### src/rtl/dsp_pkg.sv
// DSP slice package with operand widths, control codes, mux selects and pipeline constants
package dsp_pkg;

   // Operand and result widths
   typedef logic        [29:0] a_t;
   typedef logic signed [17:0] b_t;
   typedef logic        [47:0] c_t;
   typedef logic        [24:0] d_t;
   typedef logic signed [24:0] ad_t;
   typedef logic signed [42:0] pp_t;
   typedef logic        [47:0] p_t;

   // Control words
   typedef logic [6:0] opmode_t;
   typedef logic [3:0] alumode_t;
   typedef logic [2:0] inmode_t;

   // Legal ALUMODE codes
   typedef enum logic [3:0] {
      alu_add = 4'b0000,
      alu_sub = 4'b0011,
      alu_xor = 4'b0100,
      alu_and = 4'b1100
   } alu_op_e;

   // X mux, opmode bits 1..0
   localparam logic [1:0] x_sel_zero = 2'd0;
   localparam logic [1:0] x_sel_mult = 2'd1;
   localparam logic [1:0] x_sel_p    = 2'd2;
   localparam logic [1:0] x_sel_ab   = 2'd3;

   // Y mux, opmode bits 3..2
   localparam logic [1:0] y_sel_zero = 2'd0;
   localparam logic [1:0] y_sel_mult = 2'd1;
   localparam logic [1:0] y_sel_ones = 2'd2;
   localparam logic [1:0] y_sel_c    = 2'd3;

   // Z mux, opmode bits 6..4; codes 1 and 5 were cascade inputs
   localparam logic [2:0] z_sel_zero    = 3'd0;
   localparam logic [2:0] z_sel_p       = 3'd2;
   localparam logic [2:0] z_sel_c       = 3'd3;
   localparam logic [2:0] z_sel_p_alt   = 3'd4;
   localparam logic [2:0] z_sel_p_shift = 3'd6;

   // Partial product split and P feedback shift
   localparam int pp_split   = 9;
   localparam int b_hi_width = $bits(b_t) - pp_split;
   localparam int p_shift    = 17;

   // Set bits are don't-care in the pattern compare
   localparam p_t pattern_mask = 48'h0000_0000_00FF;

   // Edges from input sampling to P, counting the sampling edge
   localparam int slice_latency = 4;

endpackage

### src/rtl/operand_stage.sv
// Operand stage with A, B, C, D and control input registers, pre-adder and AD register
module operand_stage (
   input  logic              clk,
   input  logic              reset,
   input  dsp_pkg::a_t       a,
   input  dsp_pkg::b_t       b,
   input  dsp_pkg::c_t       c,
   input  dsp_pkg::d_t       d,
   input  dsp_pkg::inmode_t  inmode,
   input  dsp_pkg::opmode_t  opmode,
   input  dsp_pkg::alumode_t alumode,
   input  logic              carry_in,
   input  logic              in_valid,
   output dsp_pkg::ad_t      ad,
   output dsp_pkg::b_t       b2,
   output dsp_pkg::c_t       c2,
   output dsp_pkg::p_t       ab_cat,
   output dsp_pkg::opmode_t  opmode2,
   output dsp_pkg::alumode_t alumode2,
   output logic              carry2,
   output logic              s2_valid
);

   // First register stage
   dsp_pkg::a_t       a1;
   dsp_pkg::b_t       b1;
   dsp_pkg::c_t       c1;
   dsp_pkg::d_t       d1;
   dsp_pkg::inmode_t  inmode1;
   dsp_pkg::opmode_t  opmode1;
   dsp_pkg::alumode_t alumode1;
   logic              carry1;
   logic              s1_valid;

   // Pre-adder terms
   dsp_pkg::ad_t a_term;
   dsp_pkg::ad_t d_term;
   dsp_pkg::ad_t ad_sum;

   always_ff @(posedge clk) begin
      a1 <= a;
      b1 <= b;
      c1 <= c;
      d1 <= d;
   end

   // Control only moves with an accepted operation
   always_ff @(posedge clk) begin
      if (reset) begin
         s1_valid <= 1'b0;
         inmode1  <= '0;
         opmode1  <= '0;
         alumode1 <= '0;
         carry1   <= 1'b0;
      end else begin
         s1_valid <= in_valid;
         if (in_valid) begin
            inmode1  <= inmode;
            opmode1  <= opmode;
            alumode1 <= alumode;
            carry1   <= carry_in;
         end
      end
   end

   // Pre-adder on the low 25 bits of A, wraps at 25 bits
   assign a_term = inmode1[2] ? '0 : a1[$bits(dsp_pkg::ad_t)-1:0];
   assign d_term = inmode1[0] ? d1 : '0;
   assign ad_sum = inmode1[1] ? d_term - a_term : d_term + a_term;

   // AD, B2 and C2 registers, A:B taken from the first stage
   always_ff @(posedge clk) begin
      ad     <= ad_sum;
      b2     <= b1;
      c2     <= c1;
      ab_cat <= {a1, b1};
   end

   always_ff @(posedge clk) begin
      if (reset) begin
         s2_valid <= 1'b0;
         opmode2  <= '0;
         alumode2 <= '0;
         carry2   <= 1'b0;
      end else begin
         s2_valid <= s1_valid;
         if (s1_valid) begin
            opmode2  <= opmode1;
            alumode2 <= alumode1;
            carry2   <= carry1;
         end
      end
   end

endmodule

### src/rtl/mult_stage.sv
// Multiplier stage forming two registered partial products of the signed 25x18 product
module mult_stage (
   input  logic              clk,
   input  logic              reset,
   input  dsp_pkg::ad_t      ad,
   input  dsp_pkg::b_t       b2,
   input  dsp_pkg::c_t       c2,
   input  dsp_pkg::p_t       ab_cat,
   input  dsp_pkg::opmode_t  opmode2,
   input  dsp_pkg::alumode_t alumode2,
   input  logic              carry2,
   input  logic              s2_valid,
   output dsp_pkg::pp_t      pp_x,
   output dsp_pkg::pp_t      pp_y,
   output dsp_pkg::c_t       m_c,
   output dsp_pkg::p_t       m_ab_cat,
   output dsp_pkg::opmode_t  m_opmode,
   output dsp_pkg::alumode_t m_alumode,
   output logic              m_carry,
   output logic              m_valid
);

   // Upper B bits keep the sign, lower bits are zero-extended
   logic signed [dsp_pkg::b_hi_width-1:0]                       b_hi;
   logic signed [dsp_pkg::pp_split:0]                           b_lo;
   logic signed [$bits(dsp_pkg::ad_t)+dsp_pkg::b_hi_width-1:0]  prod_hi;
   logic signed [$bits(dsp_pkg::ad_t)+dsp_pkg::pp_split:0]      prod_lo;

   assign b_hi = b2[$bits(dsp_pkg::b_t)-1:dsp_pkg::pp_split];
   assign b_lo = {1'b0, b2[dsp_pkg::pp_split-1:0]};

   assign prod_hi = ad * b_hi;
   assign prod_lo = ad * b_lo;

   // M register, pp_x + pp_y is the full product
   always_ff @(posedge clk) begin
      pp_x     <= {prod_hi, {dsp_pkg::pp_split{1'b0}}};
      pp_y     <= dsp_pkg::pp_t'(prod_lo);
      m_c      <= c2;
      m_ab_cat <= ab_cat;
   end

   always_ff @(posedge clk) begin
      if (reset) begin
         m_valid   <= 1'b0;
         m_opmode  <= '0;
         m_alumode <= '0;
         m_carry   <= 1'b0;
      end else begin
         m_valid <= s2_valid;
         if (s2_valid) begin
            m_opmode  <= opmode2;
            m_alumode <= alumode2;
            m_carry   <= carry2;
         end
      end
   end

endmodule

### src/rtl/opmode_mux.sv
// X, Y and Z operand multiplexers selected by the 7-bit opmode
module opmode_mux (
   input  dsp_pkg::pp_t     pp_x,
   input  dsp_pkg::pp_t     pp_y,
   input  dsp_pkg::p_t      ab_cat,
   input  dsp_pkg::c_t      c,
   input  dsp_pkg::p_t      p,
   input  dsp_pkg::opmode_t opmode,
   output dsp_pkg::p_t      x,
   output dsp_pkg::p_t      y,
   output dsp_pkg::p_t      z
);

   dsp_pkg::p_t pp_x_ext;
   dsp_pkg::p_t pp_y_ext;
   dsp_pkg::p_t p_sra;

   // Partial products sign-extended to the ALU width
   assign pp_x_ext = {{($bits(dsp_pkg::p_t)-$bits(dsp_pkg::pp_t)){pp_x[$bits(dsp_pkg::pp_t)-1]}},
                      pp_x};
   assign pp_y_ext = {{($bits(dsp_pkg::p_t)-$bits(dsp_pkg::pp_t)){pp_y[$bits(dsp_pkg::pp_t)-1]}},
                      pp_y};

   // Arithmetic right shift of P for wide accumulation
   assign p_sra = {{dsp_pkg::p_shift{p[$bits(dsp_pkg::p_t)-1]}},
                   p[$bits(dsp_pkg::p_t)-1:dsp_pkg::p_shift]};

   always_comb begin
      case (opmode[1:0])
         dsp_pkg::x_sel_zero: x = '0;
         dsp_pkg::x_sel_mult: x = pp_x_ext;
         dsp_pkg::x_sel_p:    x = p;
         dsp_pkg::x_sel_ab:   x = ab_cat;
         default:             x = '0;
      endcase
   end

   always_comb begin
      case (opmode[3:2])
         dsp_pkg::y_sel_zero: y = '0;
         dsp_pkg::y_sel_mult: y = pp_y_ext;
         dsp_pkg::y_sel_ones: y = '1;
         dsp_pkg::y_sel_c:    y = c;
         default:             y = '0;
      endcase
   end

   // Code 4 also gives P, cascade codes fall to zero
   always_comb begin
      case (opmode[6:4])
         dsp_pkg::z_sel_zero:    z = '0;
         dsp_pkg::z_sel_p:       z = p;
         dsp_pkg::z_sel_c:       z = c;
         dsp_pkg::z_sel_p_alt:   z = p;
         dsp_pkg::z_sel_p_shift: z = p_sra;
         default:                z = '0;
      endcase
   end

   // A lone partial product would drop half of the multiplier result
   always_comb begin
      assert ((opmode[1:0] == dsp_pkg::x_sel_mult) == (opmode[3:2] == dsp_pkg::y_sel_mult))
         else $error("opmode selects only one partial product");
   end

endmodule

### src/rtl/dsp_alu.sv
// 48-bit ALU with add, subtract and logic modes and the accumulating P register
module dsp_alu (
   input  logic              clk,
   input  logic              reset,
   input  dsp_pkg::p_t       x,
   input  dsp_pkg::p_t       y,
   input  dsp_pkg::p_t       z,
   input  dsp_pkg::alumode_t alumode,
   input  logic              carry_in,
   input  logic              m_valid,
   output dsp_pkg::p_t       p_next,
   output dsp_pkg::p_t       p,
   output logic              carry_out,
   output logic              p_valid
);

   dsp_pkg::alu_op_e alu_op;

   // Arithmetic is done two bits wider than P
   logic [$bits(dsp_pkg::p_t)+1:0] wide;
   logic                           carry_next;

   assign alu_op = dsp_pkg::alu_op_e'(alumode);

   always_comb begin
      wide       = '0;
      p_next     = '0;
      carry_next = 1'b0;
      case (alu_op)
         dsp_pkg::alu_add: begin
            wide       = 50'(z) + 50'(x) + 50'(y) + 50'(carry_in);
            p_next     = wide[$bits(dsp_pkg::p_t)-1:0];
            carry_next = wide[$bits(dsp_pkg::p_t)];
         end
         dsp_pkg::alu_sub: begin
            wide       = 50'(z) - (50'(x) + 50'(y) + 50'(carry_in));
            p_next     = wide[$bits(dsp_pkg::p_t)-1:0];
            carry_next = wide[$bits(dsp_pkg::p_t)];
         end
         // Two-input logic modes ignore Y and the carry
         dsp_pkg::alu_xor: p_next = x ^ z;
         dsp_pkg::alu_and: p_next = x & z;
         default:          p_next = '0;
      endcase
   end

   // P holds between operations so accumulation chains across gaps
   always_ff @(posedge clk) begin
      if (reset) begin
         p         <= '0;
         carry_out <= 1'b0;
         p_valid   <= 1'b0;
      end else begin
         p_valid <= m_valid;
         if (m_valid) begin
            p         <= p_next;
            carry_out <= carry_next;
         end
      end
   end

   // Alumode entered at the slice input must be one of the decoded codes
   a_legal_alumode: assert property (
      @(posedge clk) disable iff (reset)
      m_valid |-> alumode inside {dsp_pkg::alu_add, dsp_pkg::alu_sub,
                                  dsp_pkg::alu_xor, dsp_pkg::alu_and}
   ) else $error("illegal alumode on a valid operation");

endmodule

### src/rtl/pattern_detect.sv
// Pattern detector comparing the next P against C and its complement under the mask
module pattern_detect (
   input  logic        clk,
   input  logic        reset,
   input  dsp_pkg::p_t p_next,
   input  dsp_pkg::c_t c,
   input  logic        m_valid,
   output logic        pattern_detect,
   output logic        pattern_b_detect
);

   logic match;
   logic match_b;

   // Masked bits never count as a mismatch
   assign match   = ((p_next ^ c) & ~dsp_pkg::pattern_mask) == '0;
   assign match_b = ((p_next ^ ~c) & ~dsp_pkg::pattern_mask) == '0;

   // Flags line up with the P register load
   always_ff @(posedge clk) begin
      if (reset) begin
         pattern_detect   <= 1'b0;
         pattern_b_detect <= 1'b0;
      end else if (m_valid) begin
         pattern_detect   <= match;
         pattern_b_detect <= match_b;
      end
   end

endmodule

### src/rtl/dsp_slice.sv
// Pipelined DSP slice top level connecting operand, multiplier, mux, ALU and pattern stages
module dsp_slice (
   input  logic              clk,
   input  logic              reset,
   input  dsp_pkg::a_t       a,
   input  dsp_pkg::b_t       b,
   input  dsp_pkg::c_t       c,
   input  dsp_pkg::d_t       d,
   input  dsp_pkg::inmode_t  inmode,
   input  dsp_pkg::opmode_t  opmode,
   input  dsp_pkg::alumode_t alumode,
   input  logic              carry_in,
   input  logic              in_valid,
   output dsp_pkg::p_t       p,
   output logic              carry_out,
   output logic              pattern_detect,
   output logic              pattern_b_detect,
   output logic              p_valid
);

   // Operand stage to multiplier
   dsp_pkg::ad_t      ad;
   dsp_pkg::b_t       b2;
   dsp_pkg::c_t       c2;
   dsp_pkg::p_t       ab_cat;
   dsp_pkg::opmode_t  opmode2;
   dsp_pkg::alumode_t alumode2;
   logic              carry2;
   logic              s2_valid;

   // Multiplier stage to muxes and ALU
   dsp_pkg::pp_t      pp_x;
   dsp_pkg::pp_t      pp_y;
   dsp_pkg::c_t       m_c;
   dsp_pkg::p_t       m_ab_cat;
   dsp_pkg::opmode_t  m_opmode;
   dsp_pkg::alumode_t m_alumode;
   logic              m_carry;
   logic              m_valid;

   dsp_pkg::p_t x;
   dsp_pkg::p_t y;
   dsp_pkg::p_t z;
   dsp_pkg::p_t p_next;

   operand_stage i_operand_stage (
      .clk(clk), .reset(reset), .a(a), .b(b), .c(c), .d(d),
      .inmode(inmode), .opmode(opmode), .alumode(alumode), .carry_in(carry_in),
      .in_valid(in_valid), .ad(ad), .b2(b2), .c2(c2), .ab_cat(ab_cat),
      .opmode2(opmode2), .alumode2(alumode2), .carry2(carry2), .s2_valid(s2_valid)
   );

   mult_stage i_mult_stage (
      .clk(clk), .reset(reset), .ad(ad), .b2(b2), .c2(c2), .ab_cat(ab_cat),
      .opmode2(opmode2), .alumode2(alumode2), .carry2(carry2), .s2_valid(s2_valid),
      .pp_x(pp_x), .pp_y(pp_y), .m_c(m_c), .m_ab_cat(m_ab_cat), .m_opmode(m_opmode),
      .m_alumode(m_alumode), .m_carry(m_carry), .m_valid(m_valid)
   );

   opmode_mux i_opmode_mux (
      .pp_x(pp_x), .pp_y(pp_y), .ab_cat(m_ab_cat), .c(m_c), .p(p),
      .opmode(m_opmode), .x(x), .y(y), .z(z)
   );

   dsp_alu i_dsp_alu (
      .clk(clk), .reset(reset), .x(x), .y(y), .z(z), .alumode(m_alumode),
      .carry_in(m_carry), .m_valid(m_valid), .p_next(p_next), .p(p),
      .carry_out(carry_out), .p_valid(p_valid)
   );

   pattern_detect i_pattern_detect (
      .clk(clk), .reset(reset), .p_next(p_next), .c(m_c), .m_valid(m_valid),
      .pattern_detect(pattern_detect), .pattern_b_detect(pattern_b_detect)
   );

endmodule

### config.mk
export PLATFORM = sky130hd
export DESIGN_NAME = dsp_slice
export DESIGN_NICKNAME = d
export VERILOG_FILES = /design/src/rtl/dsp_pkg.sv /design/src/rtl/operand_stage.sv /design/src/rtl/mult_stage.sv /design/src/rtl/opmode_mux.sv /design/src/rtl/dsp_alu.sv /design/src/rtl/pattern_detect.sv /design/src/rtl/dsp_slice.sv
export SDC_FILE = /design/constraint.sdc
export NUM_CORES = 2
export LEC_CHECK = 0
export ABC_CLOCK_PERIOD_IN_PS = 8500
export BUFFER_PORTS_ARGS = -buffer_cell sky130_fd_sc_hd__clkbuf_2
export CAP_MARGIN = 20
export CORE_MARGIN = 2
export CORE_UTILIZATION = 35
export CTS_BUF_LIST = sky130_fd_sc_hd__clkbuf_2 sky130_fd_sc_hd__clkbuf_4 sky130_fd_sc_hd__clkbuf_8
export DETAILED_ROUTE_END_ITERATION = 7
export HOLD_SLACK_MARGIN = 0.15
export SLEW_MARGIN = 15
export SYNTH_ARGS = -nofsm -noshare
export SYNTH_HDL_FRONTEND = slang
export SYNTH_SLANG_ARGS = --single-unit
### constraint.sdc
create_clock -name clk -period 8.5 [get_ports clk]
set_input_delay 0.85 -clock clk [delete_from_list [all_inputs] [get_ports clk]]
set_output_delay 0.85 -clock clk [all_outputs]
set_load 0.01 [all_outputs]
==> impl_metrics.toml <==
[outcome]
status = "finished, final reports clean"

[run]
drv_cap = 0

[synth]
ys_types = 87
synth_ff_type = "dfxtp_1"
syn_inst = 4878
ys_warn_count = 0
seq_area_frac_synth = 0.230
ys_seq_elements = 501
synth_nets = 5842
syn_area_mm2 = 0.0435
synth-edff-count = 0
avgSynthCellArea_um2 = 8.92
async_flop_share = 0

[route]
via_count = 35900
ant_nets = 0
remaining_drc_errors = 0
wl_per_cell_um = 21.4
vias_per_cell = 5.24
first_iter_violations = 3381
totalWireLength_um = 147000
first_pass_iters = 8

[final_layout]
final_cell_mix = "726 x inv_1, 495 x dfxtp_1, 463 x fa_1, 418 x nand2_1, 362 x ha_1"
fin_cells = 6853
synthToLayoutAreaGrowth_pct = 14.5
final_nets = 6097
layout-drive-gt1-share = 0.105
design_area_mm2 = 0.0498
final_common_cell = "inv_1"
fillers = 12200

[worst_setup_path]
critical_path_depth = 23
slowest_delay_ns = 0.66
crit_slowest_cell = "a2bb2oi_1"
start_kind = "flop"
cp_num_buf_inv = 3
rr_worst_depth = 23
crit_required_ns = 9.22
critPathCaptureType = "flop"
critPathArrivalTime_ns = 7.98
reg2reg_slack_ns = 1.24
path_cells = "clkinv_1 -> buf_4 -> nor3_2 -> buf_4 -> nand2_1 -> o21ai_1 -> xor2_1 -> ha_1 -> a21o_1 -> ha_1 -> a211oi_1 -> o21a_1 -> a2bb2oi_1 -> a2111oi_0 -> or4b_1 -> a211oi_1 -> xor2_1 -> nor3_1 -> nand4_1 -> nor4_1 -> nand4_1 -> or4_1 -> o31ai_2"
critical_path_class = "reg -> reg"
worst-path-max-fanout = 34
crit_family = "compound AO/OA/AOI/OAI gates"

[grt]
grt.overflow.total = 0
grt_pass1_wl_um = 223000
grt_max_degree = 62
antenna_found_initial = 5
grt.total_usage = 0.232
grt_pass1_vias = 36300

[sta]
tightest_slew_ns = 1.12
relSlewSlack = 0.256
hold_viol_final = 0
slew_viol_final = 0
min_period_ns = 7.26
post-route-period-util = 0.854
fmax_mhz = 138
setup-violations-final = 0
finClkSkew_ns = 0.0577
tns_ns = 0
rsz0062_at_grt = "false"

[pwr]
combinationalPowerShare = 0.731
power.switching_uw = 10700
total_power_uw = 22400
p_seq_frac = 0.142
power_density_mw_per_mm2 = 450
p_leak_uw = 0.0245
swShare = 0.477
p_clk_frac = 0.127
p_int_uw = 11700
vdd_drop_max_mv = 0.525

[clock_tree]
cts-root-buf = "clkbuf_8"
clock_sinks = 501
postCtsResizedCells = 0
htree_num_levels = 3
clockBufferDepth = 3
cts_inserted_buffers = 93
clock_latency_ns = 0.81
clk_pin_slew_ns = 0.08
cts_tree = "done"

[placed_design]
dpl_cell_area_mm2 = 0.0463
dpl.hpwl_um = 114000
port_buffers = 190
gp_congestion = 0.988
dp_cells = 6554

[hold_path]
worstHoldPathCells = 3
hold_path_class = "in -> reg"

[floorplanning]
fp.dieW_um = 357
io_pins = 191
core.rowCount = 129
initial_core_util = 0.352
die_h_um = 357
fp.coreArea_mm2 = 0.123
die_area_mm2 = 0.127
## flip-flops by register name, indices dropped and copies added (netlist names), 17 cells and up
signal and cells:
i_operand_stage.c1 48, i_dsp_alu.p 48, i_operand_stage.a1 30, i_operand_stage.d1 25, i_operand_stage.c2 48, i_mult_stage.pp_x 34
i_operand_stage.ab_cat 31, i_operand_stage.b2 17, i_operand_stage.b1 18, i_mult_stage.pp_y 35, i_mult_stage.m_ab_cat 48, i_mult_stage.m_c 48
i_operand_stage.ad 25
## layout make-up
cell class,count,area (um^2),share of cell area
Multi-Input combinational cell,3421,29900,0.601
Sequential cell,501,10000,0.201
Timing Repair Buffer,388,2750,0.0552
Inverter,728,2730,0.0548
Tap cell,1637,2050,0.0411
Clock buffer,124,1620,0.0325
Clock inverter,51,694,0.0139
Antenna cell,3,7.51,0.000151
## routing by layer
metal  up-vias  GRT usage  routed length [um]
met1     17600      0.316               64500
met4         0     0.0934                5860
met2      1503      0.364               64700
met5         -          0                   0
met3       282     0.0392               11800
li1      16600          -                   -
## power groups by stage
stage / Clock [uW] / Combinational (uW) / Sequential [uW]
after global routing: 3040 / 18700 / 3210
after global placement: 0 / 16100 / 3230
after detailed placement: 0 / 16300 / 3230
after floorplan: 0 / 12300 / 3080
after CTS: 2950 / 16500 / 3180
final: 2860 / 16400 / 3180
## tightest hold or removal path: stages
cell,delay [ns]
clkbuf_2,0.07
mux2i_1,0.05
nor2_1,0.07
## synth_stat cells (21+ instances only)
library cell / number / area (um^2)
a211oi_1: 65 / 488
a21o_1: 104 / 781
a21oi_1: 276 / 1380
a22oi_1: 44 / 330
a31oi_1: 21 / 131
and2_1: 262 / 1640
and3_1: 24 / 150
buf_1: 33 / 124
clkbuf_1: 191 / 717
dfxtp_1: 501 / 10000
fa_1: 463 / 9270
ha_1: 362 / 4530
inv_1: 726 / 2730
mux2_2: 68 / 766
mux2i_1: 101 / 1010
nand2_1: 419 / 1570
nand2b_1: 48 / 300
nand3_1: 56 / 280
nand4_1: 39 / 244
nor2_1: 243 / 912
nor2b_1: 35 / 219
nor3_1: 51 / 255
o211ai_1: 21 / 158
o21a_1: 91 / 683
o21ai_0: 124 / 621
o21ai_1: 25 / 125
o21bai_1: 24 / 180
xnor2_1: 135 / 1180
xor2_1: 74 / 648
## cell families after synthesis
logic type / Yosys count / share of synthesized area
adders and majority gates: 825 / 0.317
buffers and inverters: 956 / 0.0826
muxes: 171 / 0.0413
xor gates and xnor gates: 210 / 0.0424
and+or+nand+nor: 1254 / 0.141
AOI/OAI and AO/OA: 961 / 0.145
DFF: 501 / 0.230
## path summary, 6_finish.rpt
| path | start | endpoint |
|---|---|---|
| worst max-delay path | i_mult_stage.m_opmode[5] | i_pattern_detect.pattern_b_detect |
| worst min-delay path | alumode[3] | i_operand_stage.alumode1[3] |
| worst max register to register | i_mult_stage.m_opmode[5] | i_pattern_detect.pattern_b_detect |
| worst min register to register | i_operand_stage.ab_cat[43] | i_mult_stage.m_ab_cat[43] |
## what timing repair did
action,in CTS,in global routing
endpoints found under the setup margin,0,0
endpoints found under the hold margin,121,0
setup buffers,0,0
hold buffers,121,0
## stage by stage
| step | setup slack (ns) | hold slack, ns | utilization |
|---|---|---|---|
| finish | 1.24 | 0.292 | 0.404 |
| global route | 0.831 | 0.271 | 0.404 |
| CTS | 1.27 | 0.214 | 0.403 |
| detailed placement | 1.27 | 0.312 | 0.375 |
| global placement | 1.45 | 0.311 | 0.375 |
| floorplan | 2.30 | 0.310 | - |
Power figures use the tool's default switching activity.
